### src/vid_settings.svh
// field widths, register reset values, video latency and APB register addresses
`ifndef VID_SETTINGS_SVH
`define VID_SETTINGS_SVH

// field widths
`define VID_DIM_W   12
`define VID_DATA_W  24
`define SYNC_CNT_W  16
`define APB_ADDR_W  8

// size registers out of reset, full 1080p frame
`define RST_WIDTH   12'd1920
`define RST_HEIGHT  12'd1080

// clk_sys cycles from i_vid to o_vid
`define VID_LATENCY 3

// register map, one word each
`define ADDR_CFG    8'h00
`define ADDR_WIDTH  8'h04
`define ADDR_HEIGHT 8'h08
`define ADDR_HSET   8'h0C
`define ADDR_VSET   8'h10
// read-only window bounds, max in 27:16 and min in 11:0
`define ADDR_HWIN   8'h14
`define ADDR_VWIN   8'h18

`endif

### src/vid_pkg.sv
// packed struct types for video beats, config flags, frame sizes, window bounds and APB
`include "vid_settings.svh"

package vid_pkg;

	// one clk_sys beat of video
	typedef struct packed {
		logic [`VID_DATA_W-1:0] data;
		logic                   hs;
		logic                   vs;
		logic                   de;
	} vid_beat_t;

	// CFG word, csync_en in bit 0
	typedef struct packed {
		logic vs_neg;
		logic hs_neg;
		logic csync_en;
	} vid_cfg_t;

	// active size and requested output size
	typedef struct packed {
		logic [`VID_DIM_W-1:0] width;
		logic [`VID_DIM_W-1:0] height;
		logic [`VID_DIM_W-1:0] hset;
		logic [`VID_DIM_W-1:0] vset;
	} vid_size_t;

	// inclusive window bounds in pixels and lines
	typedef struct packed {
		logic [`VID_DIM_W-1:0] hmin;
		logic [`VID_DIM_W-1:0] hmax;
		logic [`VID_DIM_W-1:0] vmin;
		logic [`VID_DIM_W-1:0] vmax;
	} vid_win_t;

	// APB request from the bus master
	typedef struct packed {
		logic                   psel;
		logic                   penable;
		logic                   pwrite;
		logic [`APB_ADDR_W-1:0] paddr;
		logic [31:0]            pwdata;
	} apb_req_t;

	// APB response back to the master
	typedef struct packed {
		logic        pready;
		logic        pslverr;
		logic [31:0] prdata;
	} apb_rsp_t;

endpackage

### src/apb_cfg_regs.sv
// APB slave with CFG, WIDTH, HEIGHT, HSET, VSET and read-only window bound registers
`timescale 1ns/1ps
`include "vid_settings.svh"

module apb_cfg_regs (
	input  logic               clk_sys,
	input  logic               resetd,
	input  vid_pkg::apb_req_t  i_apb,
	output vid_pkg::apb_rsp_t  o_apb,
	input  vid_pkg::vid_win_t  i_win,
	output vid_pkg::vid_cfg_t  o_cfg,
	output vid_pkg::vid_size_t o_size
);

	localparam int PAD_W = 32 - `VID_DIM_W;
	localparam int CFG_W = $bits(vid_pkg::vid_cfg_t);

	vid_pkg::vid_cfg_t  cfg_q;
	vid_pkg::vid_size_t size_q;

	logic        access;
	logic        addr_hit;
	logic        addr_ro;
	logic        err;
	logic        wr_en;
	logic [31:0] rd_data;
	logic [31:0] rd_out;

	// access phase of a transfer, never stalled
	assign access = i_apb.psel & i_apb.penable;

	////////////////////////////////////////////////////////////
	// address decode and read mux
	////////////////////////////////////////////////////////////
	always_comb begin
		addr_hit = 1'b1;
		addr_ro  = 1'b0;
		rd_data  = '0;
		case (i_apb.paddr)
			`ADDR_CFG:    rd_data = {{(32 - CFG_W){1'b0}}, cfg_q};
			`ADDR_WIDTH:  rd_data = {{PAD_W{1'b0}}, size_q.width};
			`ADDR_HEIGHT: rd_data = {{PAD_W{1'b0}}, size_q.height};
			`ADDR_HSET:   rd_data = {{PAD_W{1'b0}}, size_q.hset};
			`ADDR_VSET:   rd_data = {{PAD_W{1'b0}}, size_q.vset};
			`ADDR_HWIN: begin
				addr_ro = 1'b1;
				rd_data = {4'd0, i_win.hmax, 4'd0, i_win.hmin};
			end
			`ADDR_VWIN: begin
				addr_ro = 1'b1;
				rd_data = {4'd0, i_win.vmax, 4'd0, i_win.vmin};
			end
			default: addr_hit = 1'b0;
		endcase
	end

	// bad address, or write to a window register
	assign err    = access & (~addr_hit | (i_apb.pwrite & addr_ro));
	assign wr_en  = access & i_apb.pwrite & addr_hit & ~addr_ro;
	assign rd_out = (access & ~i_apb.pwrite & ~err) ? rd_data : '0;

	assign o_apb = '{pready: 1'b1, pslverr: err, prdata: rd_out};

	////////////////////////////////////////////////////////////
	// register file
	////////////////////////////////////////////////////////////
	always_ff @(posedge clk_sys) begin
		if (resetd) begin
			cfg_q  <= '0;
			size_q <= '{width: `RST_WIDTH, height: `RST_HEIGHT, hset: '0, vset: '0};
		end else if (wr_en) begin
			case (i_apb.paddr)
				`ADDR_CFG:    cfg_q <= i_apb.pwdata[CFG_W-1:0];
				`ADDR_WIDTH:  size_q.width <= i_apb.pwdata[`VID_DIM_W-1:0];
				`ADDR_HEIGHT: size_q.height <= i_apb.pwdata[`VID_DIM_W-1:0];
				`ADDR_HSET:   size_q.hset <= i_apb.pwdata[`VID_DIM_W-1:0];
				`ADDR_VSET:   size_q.vset <= i_apb.pwdata[`VID_DIM_W-1:0];
				default: ;
			endcase
		end
	end

	assign o_cfg  = cfg_q;
	assign o_size = size_q;

endmodule

### src/window_calc.sv
// centred display window from the frame size and the requested output size
`timescale 1ns/1ps
`include "vid_settings.svh"

module window_calc (
	input  logic               clk_sys,
	input  logic               resetd,
	input  vid_pkg::vid_size_t i_size,
	output vid_pkg::vid_win_t  o_win
);

	logic [`VID_DIM_W-1:0] full_w_q;
	logic [`VID_DIM_W-1:0] full_h_q;
	logic [`VID_DIM_W-1:0] disp_w_q;
	logic [`VID_DIM_W-1:0] disp_h_q;
	logic [`VID_DIM_W-1:0] lo_w;
	logic [`VID_DIM_W-1:0] lo_h;
	vid_pkg::vid_win_t     win_q;

	// requested size only wins when set and smaller than the frame
	function automatic logic [`VID_DIM_W-1:0] clamp_dim(
		input logic [`VID_DIM_W-1:0] full,
		input logic [`VID_DIM_W-1:0] req
	);
		clamp_dim = (req != '0 && req < full) ? req : full;
	endfunction

	// half the unused margin, rounded down
	function automatic logic [`VID_DIM_W-1:0] centre_lo(
		input logic [`VID_DIM_W-1:0] full,
		input logic [`VID_DIM_W-1:0] disp
	);
		logic [`VID_DIM_W-1:0] margin;
		margin    = full - disp;
		centre_lo = margin >> 1;
	endfunction

	assign lo_w = centre_lo(full_w_q, disp_w_q);
	assign lo_h = centre_lo(full_h_q, disp_h_q);

	always_ff @(posedge clk_sys) begin
		if (resetd) begin
			full_w_q <= `RST_WIDTH;
			full_h_q <= `RST_HEIGHT;
			disp_w_q <= `RST_WIDTH;
			disp_h_q <= `RST_HEIGHT;
			win_q    <= '{hmin: '0, hmax: `RST_WIDTH - 12'd1,
				vmin: '0, vmax: `RST_HEIGHT - 12'd1};
		end else begin
			// stage 1, clamp
			full_w_q <= i_size.width;
			full_h_q <= i_size.height;
			disp_w_q <= clamp_dim(i_size.width, i_size.hset);
			disp_h_q <= clamp_dim(i_size.height, i_size.vset);
			// stage 2, centre
			win_q.hmin <= lo_w;
			win_q.hmax <= lo_w + disp_w_q - 1'b1;
			win_q.vmin <= lo_h;
			win_q.vmax <= lo_h + disp_h_q - 1'b1;
		end
	end

	assign o_win = win_q;

endmodule

### src/sync_recover.sv
// sync polarity detection, active-high hs/vs normalisation and composite sync
`timescale 1ns/1ps
`include "vid_settings.svh"

module sync_recover (
	input  logic               clk_sys,
	input  logic               resetd,
	input  vid_pkg::vid_beat_t i_vid,
	output vid_pkg::vid_beat_t o_vid,
	output logic               o_csync
);

	vid_pkg::vid_beat_t in_q1;
	vid_pkg::vid_beat_t in_q2;

	// bit 0 is hs, bit 1 is vs
	logic [1:0] sync_q1;
	logic [1:0] sync_q2;
	logic [1:0] pol;
	logic [1:0] sync_norm;

	logic                   csync_hs;
	logic [`SYNC_CNT_W-1:0] h_cnt;
	logic [`SYNC_CNT_W-1:0] line_len;
	logic [`SYNC_CNT_W-1:0] hs_len;

	always_ff @(posedge clk_sys) begin
		if (resetd) begin
			in_q1 <= '0;
			in_q2 <= '0;
		end else begin
			in_q1 <= i_vid;
			in_q2 <= in_q1;
		end
	end

	assign sync_q1   = {in_q1.vs, in_q1.hs};
	assign sync_q2   = {in_q2.vs, in_q2.hs};
	assign sync_norm = sync_q1 ^ pol;

	////////////////////////////////////////////////////////////
	// polarity, invert when the high phase is the longer one
	////////////////////////////////////////////////////////////
	for (genvar i = 0; i < 2; i++) begin : g_pol
		logic [`SYNC_CNT_W-1:0] run_cnt;
		logic [`SYNC_CNT_W-1:0] hi_len;
		logic [`SYNC_CNT_W-1:0] lo_len;
		logic                   pol_q;

		always_ff @(posedge clk_sys) begin
			if (resetd) begin
				run_cnt <= '0;
				hi_len  <= '0;
				lo_len  <= '0;
				pol_q   <= 1'b0;
			end else begin
				if (sync_q1[i] != sync_q2[i])
					run_cnt <= '0;
				else if (~&run_cnt)
					run_cnt <= run_cnt + 1'b1;
				// rise ends a low phase, fall ends a high phase
				if (sync_q1[i] & ~sync_q2[i])
					lo_len <= run_cnt;
				if (~sync_q1[i] & sync_q2[i])
					hi_len <= run_cnt;
				pol_q <= hi_len > lo_len;
			end
		end

		assign pol[i] = pol_q;
	end

	////////////////////////////////////////////////////////////
	// output register and composite sync
	////////////////////////////////////////////////////////////
	// o_vid.hs doubles as the previous normalised hs
	always_ff @(posedge clk_sys) begin
		if (resetd) begin
			o_vid    <= '0;
			csync_hs <= 1'b0;
			h_cnt    <= '0;
			line_len <= '0;
			hs_len   <= '0;
		end else begin
			o_vid.data <= in_q1.data;
			o_vid.de   <= in_q1.de;
			o_vid.hs   <= sync_norm[0];
			o_vid.vs   <= sync_norm[1];

			h_cnt <= h_cnt + 1'b1;
			if (sync_norm[0] != o_vid.hs) begin
				h_cnt <= '0;
				if (sync_norm[0]) begin
					line_len <= h_cnt - hs_len;
					csync_hs <= 1'b0;
				end else begin
					hs_len <= h_cnt;
				end
			end

			// during vsync the hs term is shifted by one pulse width
			if (~sync_norm[1])
				csync_hs <= sync_norm[0];
			else if (h_cnt == line_len)
				csync_hs <= 1'b1;
		end
	end

	assign o_csync = csync_hs ^ o_vid.vs;

endmodule

### src/video_out_mux.sv
// column/row counting, window blanking, hsync select and output polarity
`timescale 1ns/1ps
`include "vid_settings.svh"

module video_out_mux (
	input  logic               clk_sys,
	input  logic               resetd,
	input  vid_pkg::vid_beat_t i_vid,
	input  logic               i_csync,
	input  vid_pkg::vid_cfg_t  i_cfg,
	input  vid_pkg::vid_win_t  i_win,
	output vid_pkg::vid_beat_t o_vid
);

	logic [`VID_DIM_W-1:0] col_q;
	logic [`VID_DIM_W-1:0] row_q;
	logic                  de_q;
	logic                  vs_q;
	logic                  in_h;
	logic                  in_v;
	logic                  win_de;
	logic                  hs_sel;

	////////////////////////////////////////////////////////////
	// pixel and line position
	////////////////////////////////////////////////////////////
	always_ff @(posedge clk_sys) begin
		if (resetd) begin
			col_q <= '0;
			row_q <= '0;
			de_q  <= 1'b0;
			vs_q  <= 1'b0;
		end else begin
			de_q <= i_vid.de;
			vs_q <= i_vid.vs;
			// col_q is the index of the current active pixel
			if (i_vid.de)
				col_q <= col_q + 1'b1;
			else
				col_q <= '0;
			// new frame on vs rise, next line at end of de
			if (i_vid.vs & ~vs_q)
				row_q <= '0;
			else if (de_q & ~i_vid.de)
				row_q <= row_q + 1'b1;
		end
	end

	assign in_h   = (col_q >= i_win.hmin) && (col_q <= i_win.hmax);
	assign in_v   = (row_q >= i_win.vmin) && (row_q <= i_win.vmax);
	assign win_de = i_vid.de & in_h & in_v;
	assign hs_sel = i_cfg.csync_en ? i_csync : i_vid.hs;

	////////////////////////////////////////////////////////////
	// output register
	////////////////////////////////////////////////////////////
	always_ff @(posedge clk_sys) begin
		if (resetd) begin
			o_vid <= '0;
		end else begin
			o_vid.de   <= win_de;
			o_vid.data <= win_de ? i_vid.data : '0;
			o_vid.hs   <= hs_sel ^ i_cfg.hs_neg;
			o_vid.vs   <= i_vid.vs ^ i_cfg.vs_neg;
		end
	end

endmodule

### src/video_sys_top.sv
// top level: APB registers, window calculation, sync recovery and output mux
`timescale 1ns/1ps

module video_sys_top (
	input  logic               clk_sys,
	input  logic               resetd,
	input  vid_pkg::apb_req_t  i_apb,
	output vid_pkg::apb_rsp_t  o_apb,
	input  vid_pkg::vid_beat_t i_vid,
	output vid_pkg::vid_beat_t o_vid
);

	vid_pkg::vid_cfg_t  cfg;
	vid_pkg::vid_size_t dim_size;
	vid_pkg::vid_win_t  win;
	vid_pkg::vid_beat_t norm_vid;
	logic               csync;

	apb_cfg_regs i_apb_cfg_regs (
		.clk_sys (clk_sys),
		.resetd  (resetd),
		.i_apb   (i_apb),
		.o_apb   (o_apb),
		.i_win   (win),
		.o_cfg   (cfg),
		.o_size  (dim_size)
	);

	window_calc i_window_calc (
		.clk_sys (clk_sys),
		.resetd  (resetd),
		.i_size  (dim_size),
		.o_win   (win)
	);

	// 2 cycles here plus 1 in the mux
	sync_recover i_sync_recover (
		.clk_sys (clk_sys),
		.resetd  (resetd),
		.i_vid   (i_vid),
		.o_vid   (norm_vid),
		.o_csync (csync)
	);

	video_out_mux i_video_out_mux (
		.clk_sys (clk_sys),
		.resetd  (resetd),
		.i_vid   (norm_vid),
		.i_csync (csync),
		.i_cfg   (cfg),
		.i_win   (win),
		.o_vid   (o_vid)
	);

endmodule

### config.mk
export PLATFORM = sky130hd
export DESIGN_NAME = video_sys_top
export DESIGN_NICKNAME = d
export VERILOG_FILES = /design/src/vid_pkg.sv /design/src/apb_cfg_regs.sv /design/src/window_calc.sv /design/src/sync_recover.sv /design/src/video_out_mux.sv /design/src/video_sys_top.sv
export VERILOG_INCLUDE_DIRS = /design/src
export SDC_FILE = /design/constraint.sdc
export NUM_CORES = 1
export LEC_CHECK = 0
export BUFFER_PORTS_ARGS = -buffer_cell sky130_fd_sc_hd__buf_2
export CAP_MARGIN = 10
export CORE_MARGIN = 4
export CORE_UTILIZATION = 61
export CTS_BUF_LIST = sky130_fd_sc_hd__clkbuf_16
export CTS_CLUSTER_SIZE = 16
export DETAILED_ROUTE_END_ITERATION = 8
export PLACE_DENSITY = 0.8
export REMOVE_ABC_BUFFERS = 1
export SYNTH_ARGS = -nofsm -noshare
export SYNTH_HDL_FRONTEND = slang
export SYNTH_HIERARCHICAL = 1
export SYNTH_SLANG_ARGS = --single-unit
### constraint.sdc
create_clock -name clk_sys -period 5.05 [get_ports clk_sys]
set_clock_uncertainty 0.15 [all_clocks]
set_input_delay 0.7575 -clock clk_sys [delete_from_list [all_inputs] [get_ports clk_sys]]
set_output_delay 0.7575 -clock clk_sys [all_outputs]
set_load 0.02 [all_outputs]
## Word level (Yosys, flattened, before mapping)

Index checks and enable logic that the tools add are counted.

- Input port bits: 72
- Register bits: 403

- Order comparisons: 8
- Muxes and demuxes: 11
- Equality and inequality tests: 12
- Reduce and logical (&&, ||, !) cells: 25
- Bitwise gates (word level): 33
- Add/sub/neg operators: 12

Operator list:

| operator | count |
|---|---|
| $pmux W28 S7 | 1 |
| $add A16 B1 Y16 const B | 3 |
| $gt A16 B16 Y1 | 2 |
| $reduce_and A16 Y1 | 2 |
| $mux W28 | 1 |
| $add A11 B12 Y12 | 2 |
| $add A12 B1 Y12 const B | 2 |
| $eq A8 B5 Y1 const B | 3 |
| $ge A12 B12 Y1 | 2 |
| $le A12 B12 Y1 | 2 |
| $lt A12 B12 Y1 | 2 |
| $mux W12 | 2 |
| $reduce_bool A12 Y1 | 2 |
| $sub A12 B1 Y12 const B | 2 |
| $sub A12 B12 Y12 | 2 |
| $and A1 B1 Y1 | 16 |
| $eq A16 B16 Y1 | 1 |
| $eq A8 B4 Y1 const B | 2 |
| $reduce_and A2 Y1 | 8 |
| $sub A16 B16 Y16 | 1 |
| $reduce_or A2 Y1 | 7 |
| $not A1 Y1 | 12 |
| $eq A8 B3 Y1 const B | 1 |
| $logic_not A8 Y1 | 1 |
| 8 further kinds | 22 |

## Longest topological paths before layout

- Word-level depth: 9
- Gate-level depth with buffers: 15
- Gate-level depth less buffers: 15

## Modules after synthesis

The synthesis kept the hierarchy.

Modules (own cells, without submodules):

| module | area each (sq um) | cells an instance | times used |
|---|---|---|---|
| sync_recover | 8,873.5 | 954 | 1 |
| window_calc | 5,675.4 | 674 | 1 |
| video_out_mux | 3,169.3 | 364 | 1 |
| apb_cfg_regs | 3,168.0 | 347 | 1 |

## Worst setup path after synthesis

Ideal clock, no wire load.

- Path kind: register -> register
- Start: register i_window_calc.full_w_q[0]
- End: register i_window_calc.win_q (netlist bit i_window_calc/o_win[35])
- Clock period less this slack: 3,615 ps
- Required time: 4,779 ps
- Cell stages (with the launch flop): 15
- Arrival: 3,344 ps
- Path buffers: 0
- Setup slack: 1,435 ps
- Path through: dfxtp_1 > nand2b_1 > fa_1 > a21o_1 > a221oi_1 > a21oi_1 > xnor2_1 > ha_1 > inv_1 > ha_1 > a211oi_1 > o21ai_0 > nor4_1 > or4_1 > o21ai_0

- Word-level cells in the longest chain between the ends: 3

Ends and longest elaborated chain:

| item | RTL line | RTL |
|---|---|---|
| start, declared | window_calc.sv:12 | `` logic [`VID_DIM_W-1:0] full_w_q; `` |
| start signal, assigned | window_calc.sv:43 | `` full_w_q <= `RST_WIDTH; `` |
| start signal, assigned | window_calc.sv:51 | `full_w_q <= i_size.width;` |
| $sub A12 B12 Y12 | window_calc.sv:34 | `margin = full - disp;` |
| $add A11 B12 Y12 | window_calc.sv:57 | `win_q.hmax <= lo_w + disp_w_q - 1'b1;` |
| $sub A12 B1 Y12 | window_calc.sv:57 |  |
| end signal, assigned | window_calc.sv:47 | `` win_q <= '{hmin: '0, hmax: `RST_WIDTH - 12'd1, `` |
| end, declared | window_calc.sv:18 | `vid_pkg::vid_win_t win_q;` |

Every way passes these cells.
A chain may end at the register's enable or synchronous reset.

## Worst setup path after layout

Same ends and word-level chain as after synthesis.

==> key figures <==
Outcome
  • Outcome: finished, final reports clean

Synth
  • Ys flop type: dfxtp_1
  • Syn Area/Cell: between 8 and 9 um2
  • Synth cell types: approximately 90
  • Synthesized flop and latch total: around 400
  • Syn Inst Count: 2339
  • Post-synth EDFFs: 0
  • Sequential area share after synthesis: roughly two fifths
  • Ys Warns: 6
  • Ys async rst share: 0%
  • Post-synth design cell area: roughly 0.021 mm2

CTS
  • H-Tree Depth: 2
  • CTS tree: built
  • Setup Buffers After CTS: 0
  • Clk Latency, worst-skew pair: between 0.5 and 0.6 ns
  • Total clock sinks: 401
  • Post_cts resized: 0
  • Cts hold-fix bufs: 0
  • Root Buffer: clkbuf_16
  • Num CTS Buffers: 43
  • CTS clock-pin slew for the worst setup and hold paths: 0.06 ns
  • Max Root-Sink Buffers: 3

Global routing
  • Gr ovfl total: 0
  • Antenna violations before repair: 2
  • First-pass GRT wire length: 78070 um
  • Vias in the first global route: roughly 16000
  • Tot GR Track Use: approximately a quarter
  • Largest net degree at the start of global routing: around 190

Setup path
  • Startpoint types: flop
  • CP max FO: 6
  • Worst path slowest cell: a221oi_1
  • Crit Path Category: reg -> reg
  • Slowest stage delay, CP: around 0.56 ns
  • R2r setup slk: around 0.98 ns
  • CP Cell Sequence: nand2b_1 -> fa_1 -> a21o_1 -> a221oi_1 -> a21oi_1 -> xnor2_1 -> ha_1 -> inv_1 -> ha_1 -> a211oi_1 -> o21ai_0 -> nor4_1 -> or4_1 -> o21ai_0
  • Setup crit end kind: flop
  • Reg2reg path depth: 14
  • CP arrival: around 4.4 ns
  • CP delay by family, top: compound AO/OA/AOI/OAI gates
  • CP required: 5.36 ns
  • Reg-to-Reg Start: i_window_calc/full_w_q[0]$_SDFF_PP0_
  • Crit path launch: i_window_calc/full_w_q[0]$_SDFF_PP0_
  • Worst R2R End: i_window_calc/o_win[35]$_SDFF_PP0_
  • Buf+Inv Stages, Crit Path: 1

Die
  • Full die area: 0.03726 mm2
  • Die Wd: approximately 190 um
  • Rows: 67
  • Ports: around 130
  • Die H: between 150 and 200 um
  • Core area: ~0.034 mm2
  • Initial Utilization: slightly above 60%

Placed design
  • DP HPWL: ~35000 um
  • Final GP Congestion: 0.9438
  • Dpl cells: 2788
  • Buffers on Ports: between 100 and 150

Worst hold path
  • Min-Delay Startpoint: i_vid[5]
  • Worst hold path type: in -> reg
  • Hold worst-path end: i_sync_recover/in_q1[5]$_SDFF_PP0_
  • Cells on Worst Hold Path: 2

Routing
  • Via count: 16343
  • Initial DRT Pass Iterations: 7
  • Initial DRC count: roughly 1100
  • Via-to-Cell Ratio: 5.702
  • DR DRC count: 0
  • Final wirelength: ~50000 um
  • WL per Instance: between 15 and 20 um
  • Detail Route Antenna Nets: 0

Timing
  • Final period util: a little over 80%
  • Worst Tran Pin Value: 1.142 ns
  • Setup violators final: 0
  • Setup TNS: 0 ns
  • Period minus WS final: approximately 4.1 ns
  • RSZ-0062 raised after global routing: no
  • Min Hold Slack: 0.2559 ns
  • Max Transition Viols Final: 0
  • Final Hold Fails: 0
  • Slew Limit Headroom: roughly a quarter
  • Max Clk Rate: 245.6 MHz

Flow run
  • Max-cap check violation count: 0

Final layout
  • Antenna Cells: 0
  • Final #Nets: 2653
  • Leading cell type in the layout, fill and taps excluded: dfxtp_1
  • Layout area overhead: 9.573%
  • Layout cells sized above 1: approximately a tenth
  • Fin cells: roughly 2900
  • Most frequent cells in the layout: dfxtp_1 (401), nor2_1 (273), inv_1 (227)

Pwr
  • Pwr/cell area: a little under 300 mW/mm2
  • Total power: about 6.7 mW
  • Leak pwr: between 9 and 10 nW
  • VDD IR max: between 300 and 400 uV
synthesized netlist by cell type, drive strengths merged, types with 32 or more instances:
cell / count / area, um2
nand2b: 67 / 419.2
nor2: 273 / 1025
xnor2: 46 / 402.9
o21ai: 68 / 340.3
mux2i: 143 / 1431
buf: 44 / 312.8
xor2: 72 / 630.6
ha: 190 / 2377
nand2: 123 / 461.7
nor2b: 73 / 464.2
nor3: 54 / 381.6
a21oi: 96 / 480.5
inv: 214 / 803.3
dfxtp: 401 / 8028
nand3: 32 / 160.2
nand4: 61 / 402.9
clkbuf: 72 / 274.0
metal layers:
layer	part of all wire, %	up-vias	track usage [%]
li1	-	8088	-
met1	43	7721	32.64
met2	48	420	44.02
met3	5.5	110	3.547
met4	3.7	4	10.13
met5	0.043	-	0
cell type report:
type	count	area, um2
multi-input cells	1615	11510
clock buffers	44	1101
inverters	215	807.0
fillers	2698	10730
clock inverters	33	294.0
well taps	448	560.5
repair buffers	110	589.3
flip-flops and latches	401	8028
registers in the layout, indices dropped and copies added (netlist names), 2 cells and up:
| register | count |
|---|---|
| i_sync_recover/g_pol.lo_len | 32 |
| i_sync_recover/g_pol.pol_q | 2 |
| i_sync_recover/hs_len | 16 |
| i_video_out_mux/o_vid | 27 |
| i_apb_cfg_regs/o_size | 48 |
| i_window_calc/disp_w_q | 12 |
| i_sync_recover/in_q2 | 2 |
| i_window_calc/full_h_q | 12 |
| i_sync_recover/line_len | 16 |
| i_window_calc/o_win | 46 |
| i_apb_cfg_regs/o_cfg | 3 |
| i_video_out_mux/col_q | 12 |
| i_sync_recover/in_q1 | 27 |
| i_video_out_mux/row_q | 12 |
| i_sync_recover/o_vid | 27 |
| i_sync_recover/g_pol.hi_len | 32 |
| i_window_calc/full_w_q | 12 |
| i_sync_recover/g_pol.run_cnt | 32 |
| i_window_calc/disp_h_q | 12 |
| i_sync_recover/h_cnt | 16 |
per-stage QoR:
step	instance area, um2	utilization [%]	worst slack, ns
after global placement	21480	63.91	1.073
after detailed placement	21480	63.91	0.9552
after floorplan	20330	-	1.435
after global routing	22890	68.08	0.6886
final	22890	68.08	0.9786
after CTS	22880	68.06	0.9520
how the worst max path moves through the flow:
| stage | endpoint | slack (ns) | cells after the start |
|---|---|---|---|
| after floorplan | i_window_calc/o_win[35]$_SDFF_PP0_ | 1.43 | 14 |
| after global placement | i_window_calc/o_win[35]$_SDFF_PP0_ | 1.07 | 14 |
| after detailed placement | i_window_calc/o_win[35]$_SDFF_PP0_ | 0.96 | 14 |
| after CTS | i_window_calc/o_win[35]$_SDFF_PP0_ | 0.95 | 14 |
| after global routing | i_window_calc/o_win[35]$_SDFF_PP0_ | 0.69 | 14 |
| final | i_window_calc/o_win[35]$_SDFF_PP0_ | 0.98 | 14 |
worst reg2reg max path, stage by stage, from the launching register on:
cell	delay, ns
dfxtp_1	0.29
nand2b_1	0.17
fa_1	0.41
a21o_1	0.20
a221oi_1	0.56
a21oi_1	0.16
xnor2_1	0.26
ha_1	0.28
inv_1	0.06
ha_1	0.28
a211oi_1	0.40
o21ai_0	0.19
nor4_1	0.32
or4_1	0.16
o21ai_0	0.07
cell families (layout without fill, tap and decap cells):
group	count (synthesis)	in the layout	synth area share [%]
AO/OA/AOI/OAI	357	357	11.07
XOR/XNOR	118	118	4.948
adder cells (fa/ha/maj)	196	196	11.91
buffers and inverters	331	402	6.673
flip-flops	401	401	38.44
multiplexers	156	156	7.716
other	3	11	0.05391
AND/OR/NAND/NOR	777	777	19.19
power by group:
part           leakage [nW]  switching (mW)  internal [mW]  total, mW
logic                  5.98           0.232          0.141      0.373
clock network         0.732            1.27           1.84       3.11
registers              3.25          0.0291           3.21       3.24
total                  9.96            1.53           5.19       6.72
No activity file was read; power rests on OpenSTA's default activity.
